$ cat config.mk
export PLATFORM = sky130hd
export DESIGN_NAME = hdr_insert_top
export DESIGN_NICKNAME = d
export VERILOG_FILES = /design/src/verilog/hdr_insert_pkg.sv /design/src/verilog/byte_packer.sv /design/src/verilog/frame_gate.sv /design/src/verilog/hdr_insert_top.sv /design/src/verilog/stream_slice.sv
export SDC_FILE = /design/constraint.sdc
export NUM_CORES = 1
export LEC_CHECK = 0
export ABC_CLOCK_PERIOD_IN_PS = 22300
export BUFFER_PORTS_ARGS = -buffer_cell sky130_fd_sc_hd__buf_4
export CELL_PAD_IN_SITES_DETAIL_PLACEMENT = 2
export CELL_PAD_IN_SITES_GLOBAL_PLACEMENT = 2
export CORE_MARGIN = 4
export CORE_UTILIZATION = 48
export DETAILED_ROUTE_END_ITERATION = 16
export PLACE_DENSITY_LB_ADDON = 0.15
export SYNTH_ARGS = -nofsm -noshare
export SYNTH_HDL_FRONTEND = slang
export SYNTH_SLANG_ARGS = --single-unit
export TNS_END_PERCENT = 30
$ cat constraint.sdc
create_clock -name clk -period 22.3 [get_ports clk]
set_clock_uncertainty 0.1 [all_clocks]
set_input_delay 1.115 -clock clk [delete_from_list [all_inputs] [get_ports clk]]
set_output_delay 1.115 -clock clk [all_outputs]
set_load 0.005 [all_outputs]
$ cat src/verilog/hdr_insert_pkg.sv
package hdr_insert_pkg;

    localparam int STREAM_BYTES = 4;
    localparam int BYTE_W = 8;

    typedef logic [STREAM_BYTES*BYTE_W-1:0] data_word_t;
    typedef logic [STREAM_BYTES-1:0] keep_t;

    // 0 .. 2*STREAM_BYTES bytes
    typedef logic [$clog2(2*STREAM_BYTES+1)-1:0] byte_count_t;

    typedef struct packed {
        data_word_t data;
        keep_t      keep;
        logic       last;
    } stream_beat_t;

    // valid header bytes sit in the low positions
    typedef struct packed {
        data_word_t data;
        keep_t      keep;
    } header_beat_t;

    typedef struct packed {
        stream_beat_t beat;
        header_beat_t hdr;
        logic         first;
    } tagged_beat_t;

    function automatic byte_count_t keep_to_count(input keep_t keep);
        byte_count_t cnt;
        cnt = '0;
        for (int b = 0; b < STREAM_BYTES; b++) begin
            cnt = cnt + byte_count_t'(keep[b]);
        end
        return cnt;
    endfunction

    // left-aligned keep for a byte count, saturating at a full beat
    function automatic keep_t count_to_keep(input byte_count_t cnt);
        keep_t keep;
        for (int b = 0; b < STREAM_BYTES; b++) begin
            keep[b] = int'(cnt) > (STREAM_BYTES - 1 - b);
        end
        return keep;
    endfunction

endpackage

$ cat src/verilog/byte_packer.sv
`timescale 1ns/10ps

module byte_packer (
    input  logic                         clk,
    input  logic                         rst_n,
    input  logic                         i_valid,
    input  hdr_insert_pkg::tagged_beat_t i_tagged,
    output logic                         o_ready,
    output logic                         o_valid,
    output hdr_insert_pkg::stream_beat_t o_beat,
    input  logic                         i_ready
);

    import hdr_insert_pkg::*;

    localparam int WORD_W = STREAM_BYTES * BYTE_W;

    logic                out_valid;
    stream_beat_t        out_beat;
    logic                spill_pending;
    data_word_t          res_data;
    byte_count_t         res_cnt;

    byte_count_t         hdr_cnt;
    byte_count_t         in_cnt;
    byte_count_t         cur_cnt;
    byte_count_t         total_cnt;
    data_word_t          hdr_aligned;
    data_word_t          in_data;
    data_word_t          cur_data;
    logic [2*WORD_W-1:0] window;
    logic                spills;
    logic                in_fire;
    logic                out_fire;
    logic                spill_fire;

    assign o_valid = out_valid;
    assign o_beat  = out_beat;

    // no new beat while the spill beat is still owed
    assign o_ready    = (!out_valid || i_ready) && !spill_pending;
    assign in_fire    = i_valid && o_ready;
    assign out_fire   = out_valid && i_ready;
    assign spill_fire = spill_pending && out_fire;

    always_comb begin
        hdr_cnt = keep_to_count(i_tagged.hdr.keep);
        in_cnt  = keep_to_count(i_tagged.beat.keep);

        // header bytes moved from the low end to the top
        hdr_aligned = i_tagged.hdr.data << ((STREAM_BYTES - int'(hdr_cnt)) * BYTE_W);

        // zero the unused bytes so the residue stays clean
        for (int b = 0; b < STREAM_BYTES; b++) begin
            if (i_tagged.beat.keep[b]) begin
                in_data[b*BYTE_W +: BYTE_W] = i_tagged.beat.data[b*BYTE_W +: BYTE_W];
            end else begin
                in_data[b*BYTE_W +: BYTE_W] = '0;
            end
        end

        if (i_tagged.first) begin
            cur_data = hdr_aligned;
            cur_cnt  = hdr_cnt;
        end else begin
            cur_data = res_data;
            cur_cnt  = res_cnt;
        end

        // residue on top, incoming bytes right behind it
        window = {cur_data, {WORD_W{1'b0}}}
               | ({in_data, {WORD_W{1'b0}}} >> (int'(cur_cnt) * BYTE_W));

        total_cnt = cur_cnt + in_cnt;
        spills    = i_tagged.beat.last && (total_cnt > byte_count_t'(STREAM_BYTES));
    end

    always_ff @(posedge clk or negedge rst_n) begin
        if (!rst_n) begin
            out_valid     <= 1'b0;
            spill_pending <= 1'b0;
            res_cnt       <= '0;
        end else if (in_fire) begin
            out_valid     <= 1'b1;
            spill_pending <= spills;
            if (i_tagged.beat.last && !spills) begin
                res_cnt <= '0;
            end else begin
                res_cnt <= total_cnt - byte_count_t'(STREAM_BYTES);
            end
        end else if (spill_fire) begin
            out_valid     <= 1'b1;
            spill_pending <= 1'b0;
            res_cnt       <= '0;
        end else if (out_fire) begin
            out_valid <= 1'b0;
        end
    end

    always_ff @(posedge clk) begin
        if (in_fire) begin
            res_data      <= window[WORD_W-1:0];
            out_beat.data <= window[2*WORD_W-1 -: WORD_W];
            out_beat.keep <= count_to_keep(total_cnt);
            out_beat.last <= i_tagged.beat.last && !spills;
        end else if (spill_fire) begin
            // leftover bytes of the frame end
            out_beat.data <= res_data;
            out_beat.keep <= count_to_keep(res_cnt);
            out_beat.last <= 1'b1;
        end
    end

endmodule

$ cat src/verilog/frame_gate.sv
`timescale 1ns/10ps

module frame_gate (
    input  logic                         clk,
    input  logic                         rst_n,
    input  logic                         i_in_valid,
    input  hdr_insert_pkg::stream_beat_t i_in_beat,
    output logic                         o_in_ready,
    input  logic                         i_hdr_valid,
    input  hdr_insert_pkg::header_beat_t i_hdr_beat,
    output logic                         o_hdr_ready,
    output logic                         o_valid,
    output hdr_insert_pkg::tagged_beat_t o_tagged,
    input  logic                         i_ready
);

    logic in_frame;
    logic hdr_ok;
    logic fire;

    // a first beat needs its header alongside
    assign hdr_ok = in_frame || i_hdr_valid;

    assign o_valid     = i_in_valid && hdr_ok;
    assign o_in_ready  = i_ready && hdr_ok;
    assign o_hdr_ready = i_ready && i_in_valid && !in_frame;

    assign fire = o_valid && i_ready;

    always_comb begin
        o_tagged.beat  = i_in_beat;
        o_tagged.first = !in_frame;
        if (in_frame) begin
            o_tagged.hdr = '0;
        end else begin
            o_tagged.hdr = i_hdr_beat;
        end
    end

    // single beat frames leave in_frame clear
    always_ff @(posedge clk or negedge rst_n) begin
        if (!rst_n) begin
            in_frame <= 1'b0;
        end else if (fire) begin
            in_frame <= !i_in_beat.last;
        end
    end

endmodule

$ cat src/verilog/hdr_insert_top.sv
`timescale 1ns/10ps

module hdr_insert_top (
    input  logic                         clk,
    input  logic                         rst_n,
    input  logic                         i_in_valid,
    input  hdr_insert_pkg::stream_beat_t i_in_beat,
    output logic                         o_in_ready,
    input  logic                         i_hdr_valid,
    input  hdr_insert_pkg::header_beat_t i_hdr_beat,
    output logic                         o_hdr_ready,
    output logic                         o_out_valid,
    output hdr_insert_pkg::stream_beat_t o_out_beat,
    input  logic                         i_out_ready
);

    import hdr_insert_pkg::*;

    logic         in_s_valid;
    stream_beat_t in_s_beat;
    logic         in_s_ready;

    logic         hdr_s_valid;
    header_beat_t hdr_s_beat;
    logic         hdr_s_ready;

    logic         gate_valid;
    tagged_beat_t gate_tagged;
    logic         gate_ready;

    logic         mid_valid;
    tagged_beat_t mid_tagged;
    logic         mid_ready;

    stream_slice #(
        .T(stream_beat_t)
    ) in_slice_inst (
        .clk     (clk),
        .rst_n   (rst_n),
        .i_valid (i_in_valid),
        .i_data  (i_in_beat),
        .o_ready (o_in_ready),
        .o_valid (in_s_valid),
        .o_data  (in_s_beat),
        .i_ready (in_s_ready)
    );

    stream_slice #(
        .T(header_beat_t)
    ) hdr_slice_inst (
        .clk     (clk),
        .rst_n   (rst_n),
        .i_valid (i_hdr_valid),
        .i_data  (i_hdr_beat),
        .o_ready (o_hdr_ready),
        .o_valid (hdr_s_valid),
        .o_data  (hdr_s_beat),
        .i_ready (hdr_s_ready)
    );

    frame_gate frame_gate_inst (
        .clk         (clk),
        .rst_n       (rst_n),
        .i_in_valid  (in_s_valid),
        .i_in_beat   (in_s_beat),
        .o_in_ready  (in_s_ready),
        .i_hdr_valid (hdr_s_valid),
        .i_hdr_beat  (hdr_s_beat),
        .o_hdr_ready (hdr_s_ready),
        .o_valid     (gate_valid),
        .o_tagged    (gate_tagged),
        .i_ready     (gate_ready)
    );

    // breaks the comb path from gate to packer
    stream_slice #(
        .T(tagged_beat_t)
    ) mid_slice_inst (
        .clk     (clk),
        .rst_n   (rst_n),
        .i_valid (gate_valid),
        .i_data  (gate_tagged),
        .o_ready (gate_ready),
        .o_valid (mid_valid),
        .o_data  (mid_tagged),
        .i_ready (mid_ready)
    );

    byte_packer byte_packer_inst (
        .clk      (clk),
        .rst_n    (rst_n),
        .i_valid  (mid_valid),
        .i_tagged (mid_tagged),
        .o_ready  (mid_ready),
        .o_valid  (o_out_valid),
        .o_beat   (o_out_beat),
        .i_ready  (i_out_ready)
    );

endmodule

$ cat src/verilog/stream_slice.sv
`timescale 1ns/10ps

module stream_slice #(
    parameter type T = logic [7:0]
) (
    input  logic clk,
    input  logic rst_n,
    input  logic i_valid,
    input  T     i_data,
    output logic o_ready,
    output logic o_valid,
    output T     o_data,
    input  logic i_ready
);

    logic main_valid;
    T     main_data;
    logic skid_valid;
    T     skid_data;
    logic in_fire;
    logic main_load;

    // ready only looks at the skid entry, so no comb path crosses the slice
    assign o_ready   = !skid_valid;
    assign in_fire   = i_valid && o_ready;
    assign main_load = !main_valid || i_ready;

    assign o_valid = main_valid;
    assign o_data  = main_data;

    always_ff @(posedge clk or negedge rst_n) begin
        if (!rst_n) begin
            main_valid <= 1'b0;
            skid_valid <= 1'b0;
        end else if (main_load) begin
            // drain skid first, otherwise take the new item directly
            main_valid <= skid_valid || in_fire;
            skid_valid <= 1'b0;
        end else if (in_fire) begin
            skid_valid <= 1'b1;
        end
    end

    always_ff @(posedge clk) begin
        if (main_load) begin
            main_data <= skid_valid ? skid_data : i_data;
        end
        if (in_fire && !main_load) begin
            skid_data <= i_data;
        end
    end

endmodule

-- Word level (Yosys, flattened, before mapping)
Cells that the tools add are included.
- magnitude comparators: 9
- shift operators: 2
- equal/unequal tests: 0
- bitwise gates (word level): 1
- divide/modulo/power cells: 0
- add/sub/neg operators: 9
- mux-type cells: 26
- multiply operators: 0
- reductions and logical operators: 43
- operators with widths (cell ; count):
    $mux 37 ; 3
    $mux 74 ; 1
    $mux 36 ; 2
    $or 64x64->64 ; 1
    $shr 64x7->64 ; 1
    $mux 32 ; 1
    $mux 8 ; 4
    $shl 32x32->32 ; 1
    $add 4x1->4 ; 4
    $gt 4x1->1 const B ; 4
    $gt 4x2->1 const B ; 4
    $logic_and 1x1->1 ; 16
    $mux 4 ; 4
    $logic_not 1->1 ; 14
    $mux 1 ; 11
    $logic_or 1x1->1 ; 8
    $reduce_bool 2->1 ; 4
    $sub 3x4->5 const A ; 1
    $add 1x1->2 ; 2
    $add 4x4->4 ; 1
    $gt 4x3->1 const B ; 1
    $sub 4x3->4 const B ; 1
    $reduce_bool 3->1 ; 1
- latch bits: 0
- bits in registers: 376
- memory bits (read-only): 0
- output and inout bits: 40
- memories: 0
- bits of input ports: 78
- bits in writable memories: 0

-- Logic depth before layout (Yosys ltp)
- word-level depth: 11
- gate-level depth with buffers: 19

-- By module
Synthesis repeated with hierarchy kept, for this count alone.
- cell total of the unflattened synthesis: 1046
- area, all modules: 16434.5 µm²
- modules (own cells, without submodules) (module ; seq. area each (µm²) ; area an instance (µm²) ; cells an instance ; times used):
    stream_slice at mid_slice_inst ; 4494.3 ; 5534.1 ; 239 ; 1
    byte_packer ; 2222.1 ; 4837.1 ; 480 ; 1
    stream_slice at in_slice_inst ; 2272.2 ; 2762.6 ; 123 ; 1
    stream_slice at hdr_slice_inst ; 2212.1 ; 2710.1 ; 120 ; 1
    frame_gate ; 25.0 ; 590.6 ; 84 ; 1

-- Worst setup path after synthesis
Ideal clock, no wire load.
- path kind: input-to-reg
- start: input i_out_ready
- end: register mid_slice_inst.skid_data[0] in the netlist's numbering, enable pin
- arrival: 13.434 ns
- stages: 3
- path slack: 7.137 ns
- required time: 20.571 ns
- path through: nor2b_1 > o21ai_0 > nor3_1
- word-level cells in the longest chain between the ends: 5
- RTL lines (item ; RTL line ; RTL):
    start: declaration ; hdr_insert_top.sv:14 ; input logic i_out_ready
    $logic_or 1x1->1 ; byte_packer.sv:41 ; assign o_ready = (!out_valid || i_ready) && !spill_pending;
    $logic_and 1x1->1 ; byte_packer.sv:41 ;
    $logic_or 1x1->1 ; stream_slice.sv:26 ; assign main_load = !main_valid || i_ready;
    $logic_not 1->1 ; stream_slice.sv:48 ; if (in_fire && !main_load) begin
    $logic_and 1x1->1 ; stream_slice.sv:48 ;
    end signal: assignment ; stream_slice.sv:49 ; skid_data <= i_data;
    end: declaration ; stream_slice.sv:19 ; T skid_data;
Every way passes these cells.
A chain may end at the register's enable or synchronous reset.

-- Worst setup path in the final report
- start: register mid_slice_inst.main_data, in the netlist mid_slice_inst.o_data[1]
- end: register byte_packer_inst.out_beat, in the netlist byte_packer_inst.o_beat[2], data pin
- word-level cells in the longest chain between the ends: 7
- RTL lines (item ; RTL line ; RTL):
    start: declaration ; stream_slice.sv:17 ; T main_data;
    start signal: assignment ; stream_slice.sv:46 ; main_data <= skid_valid ? skid_data : i_data;
    $add 1x1->2 ; hdr_insert_pkg.sv:34 ; cnt = cnt + byte_count_t'(keep[b]);
    $add 4x1->4 (2 in a row) ; hdr_insert_pkg.sv:34 ;
    $mux 4 ; byte_packer.sv:62 ; if (i_tagged.first) begin
    $add 4x4->4 ; byte_packer.sv:74 ; total_cnt = cur_cnt + in_cnt;
    $gt 4x2->1 ; hdr_insert_pkg.sv:43 ; keep[b] = int'(cnt) > (STREAM_BYTES - 1 - b);
    $mux 37 ; byte_packer.sv:101 ; if (in_fire) begin
    end: declaration ; byte_packer.sv:19 ; stream_beat_t out_beat;
Every way passes these cells.

==> impl_results.md <==
- Slack of the critical path: 16.41 ns
- Starting Density: 49.0%
- Vias per cell: 5.98
- Required time of the critical path: 22.45 ns
- I/O Buffers: 117
- Clock Root Buffer: clkbuf_16
- Seq/Total Area, Yosys: 69.9%
- Final Hold Viols: 0
- # resized after CTS: 0
- Vias: 9,556
- Area after DPL: 17,400 sq um
- MaxCap Viol Count: 0
- DR iter-0 viols: 960
- Die Span Y: 191 um
- Synth area leader: edfxtp_1
- Clock sinks: 376
- Cell Rows: 66
- Pre-CTS WS: 16.80 ns
- Slew margin rel.: 17.3%
- GPL Wtd Cong: 0.933
- Post-synthesis cell area: 16,100 sq um
- Syn_nets: 1,090
- Ports: 118
- Cts hold-fix bufs: 0
- Total CTS buffers: 42
- RSZ-0062 raised after global routing: false
- Clock Latency Late Sink: 0.56 ns
- CTS tree: yes
- GRT overflow: 0
- Share of post-route cells with drive strength above 1: 34.1%
- Setup TNS: 0 ns
- Final period util: 26.4%
- Crit end category: register
- Final ANT Viol Nets: 0
- Die width: 191 um
- Minimum clock period: 5.89 ns
- CORE AREA: 32,800 sq um
- Ys Warns: 0
- Final routed DRC violation total: 0
- # setup viols final: 0
- Clock-pin transition on the worst setup and hold timing paths: 0.07 ns
- Distinct cell type count after synthesis: 62
- Finished Cell Area: 18,700 sq um
- Top post-synthesis cells by area: edfxtp_1 68%, mux2_2 11%, dfrtp_1 2.0%
- Largest net degree at the start of global routing: 78
- Cell count after synthesis: 998
- Worst-margin pin slew: 1.24 ns
- Met2 wire length: 23.7 mm
- WL per Instance: 30.0 um
- R2R depth: 17
- Kind of critical path: register to register
- Antenna cells: 0
- Synth top area share: 67.9%
- RR Startpoint: mid_slice_inst.o_data[1]
- Most common cell in the netlist: edfxtp_1
- Main flop type after synthesis: edfxtp_1
- Met1 WL: 20.3 mm
- Max-slew violations: 0
- Core Util, Final: 57.1%
- Ys async rst share: 3.46%
- Post-synth top cells: 363 x edfxtp_1, 154 x mux2_2, 73 x nand2_1
- Final WL: 48.0 mm
- Yosys reg bits: 376
- Area growth syn-to-layout: 16.7%
- Initial antenna violation count: 0
- Critical path arrival: 6.04 ns
- CTS max path bufs: 3
- H-Tree Depth: 2
- Number of global-route vias before repair: 10,500
- Mean Syn Cell Area: 16.1 sq um
- Setup slack, reg-to-reg: 16.41 ns
- Layout net count: 1,215
- Met3 WL: 2.51 mm
- Worst r2r dst: byte_packer_inst.o_beat[2]
- Outcome: complete, no violations
- Die ar.: 36,400 sq um
- First-pass GRT wire length: 70.9 mm
- Max layer used: met4
- EDFF count, synth: 363
- Worst-path maximum fanout: 17
- DRT Pass-1 Iters: 5
- Fill count: 2,841
- Type of origin of the critical path: register
- # Post-CTS Setup Buffers: 0
- Fmax achieved: 170 MHz
- DP HPWL: 31.4 mm
- Hold WC Path Type: primary input to async pin
- GRT Resource Usage Total: 26.5%
critical path, cell delays in order (launching register included):
cell and delay, ns:
edfxtp_1 0.38, ha_1 0.32, fa_1 0.41, ha_1 0.37, nand2_1 0.13, o21a_1 0.69
inv_1 0.47, ha_1 0.46, ha_1 0.35, nand3b_1 0.12, mux2i_1 0.34, nor2_1 0.15
xnor2_1 0.45, inv_2 0.16, ha_1 0.24, nand2_1 0.11, a21boi_1 0.21, o22ai_1 0.14
placed cells by master, fill, tap and decap left out, types with 4 or more instances in the layout:
master,synthesis,final
a21oi_1,8,8
a221oi_1,6,6
a22oi_1,16,16
a31oi_1,4,4
a32oi_1,24,24
buf_4,2,135
clkbuf_1,23,10
clkbuf_16,0,42
clkbuf_8,0,7
clkinv_1,0,4
clkinv_2,0,7
dfrtp_1,13,11
edfxtp_1,363,363
ha_1,11,11
inv_1,15,15
mux2_2,154,154
mux2i_1,25,25
mux4_2,8,8
nand2_1,73,73
nand2b_1,6,6
nand3_1,18,18
nor2_1,30,30
nor2b_1,46,46
nor3_1,5,4
o21ai_0,15,12
o21ai_1,26,26
o21ai_2,8,8
o221ai_1,8,8
o22ai_1,18,18
layer usage:
layer / track usage (%) / up-vias
met5: 0 / -
met4: 8.29 / 0
met3: 3.92 / 90
met2: 44.2 / 347
met1: 36.2 / 4981
li1: - / 4138
flip-flops by register name (all words and copies together) (netlist names), 32 cells and up:
signal / cells
byte_packer_inst.res_data: 32
byte_packer_inst.o_beat: 37
hdr_slice_inst.o_data: 36
in_slice_inst.o_data: 37
mid_slice_inst.o_data: 74
in_slice_inst.skid_data: 37
hdr_slice_inst.skid_data: 36
mid_slice_inst.skid_data: 74
worst max-delay path by stage:
stage	from	endpoint	slack, ns
final	mid_slice_inst.o_data[1]	byte_packer_inst.o_beat[2]	16.41
after global routing	mid_slice_inst.o_data[1]	byte_packer_inst.o_beat[2]	16.30
after CTS	mid_slice_inst.o_data[1]	byte_packer_inst.o_beat[2]	16.53
after detailed placement	mid_slice_inst.o_data[1]	byte_packer_inst.o_beat[2]	16.80
after global placement	mid_slice_inst.o_data[1]	byte_packer_inst.o_beat[2]	17.20
after floorplan	i_out_ready	mid_slice_inst.skid_data[0]	7.14
logic make-up (layout without fill, tap and decap cells):
group           count (synthesis)  count (layout)  share of synthesized area, %
compound gates                149             149                          6.68
xor+xnor                        3               3                         0.164
fa+ha+maj                      14              14                          1.23
buf+inv                        71             229                          2.24
flops                         376             376                          69.9
mux                           189             189                          13.7
simple gates                  196             196                          6.05
metrics by stage:
step | std cells | hold slack [ns]
after CTS | 1598 | 0.315
after global placement | 1521 | 0.331
after detailed placement | 1521 | 0.339
after floorplan | 998 | 0.322
after global routing | 1598 | 0.319
final | 1598 | 0.333
final cells by class:
cell class / count / area [sq um] / area share, %
clock buffers: 59 / 1180 / 6.33
repair buffers: 135 / 1010 / 5.41
well taps: 442 / 553 / 2.95
inverters: 17 / 63.8 / 0.341
clock inverters: 18 / 173 / 0.922
flip-flops and latches: 376 / 11200 / 59.9
multi-input cells: 551 / 4520 / 24.1
Power is not shown: default switching activity piles up to over one toggle a cycle in this logic, so the estimate is an artifact.
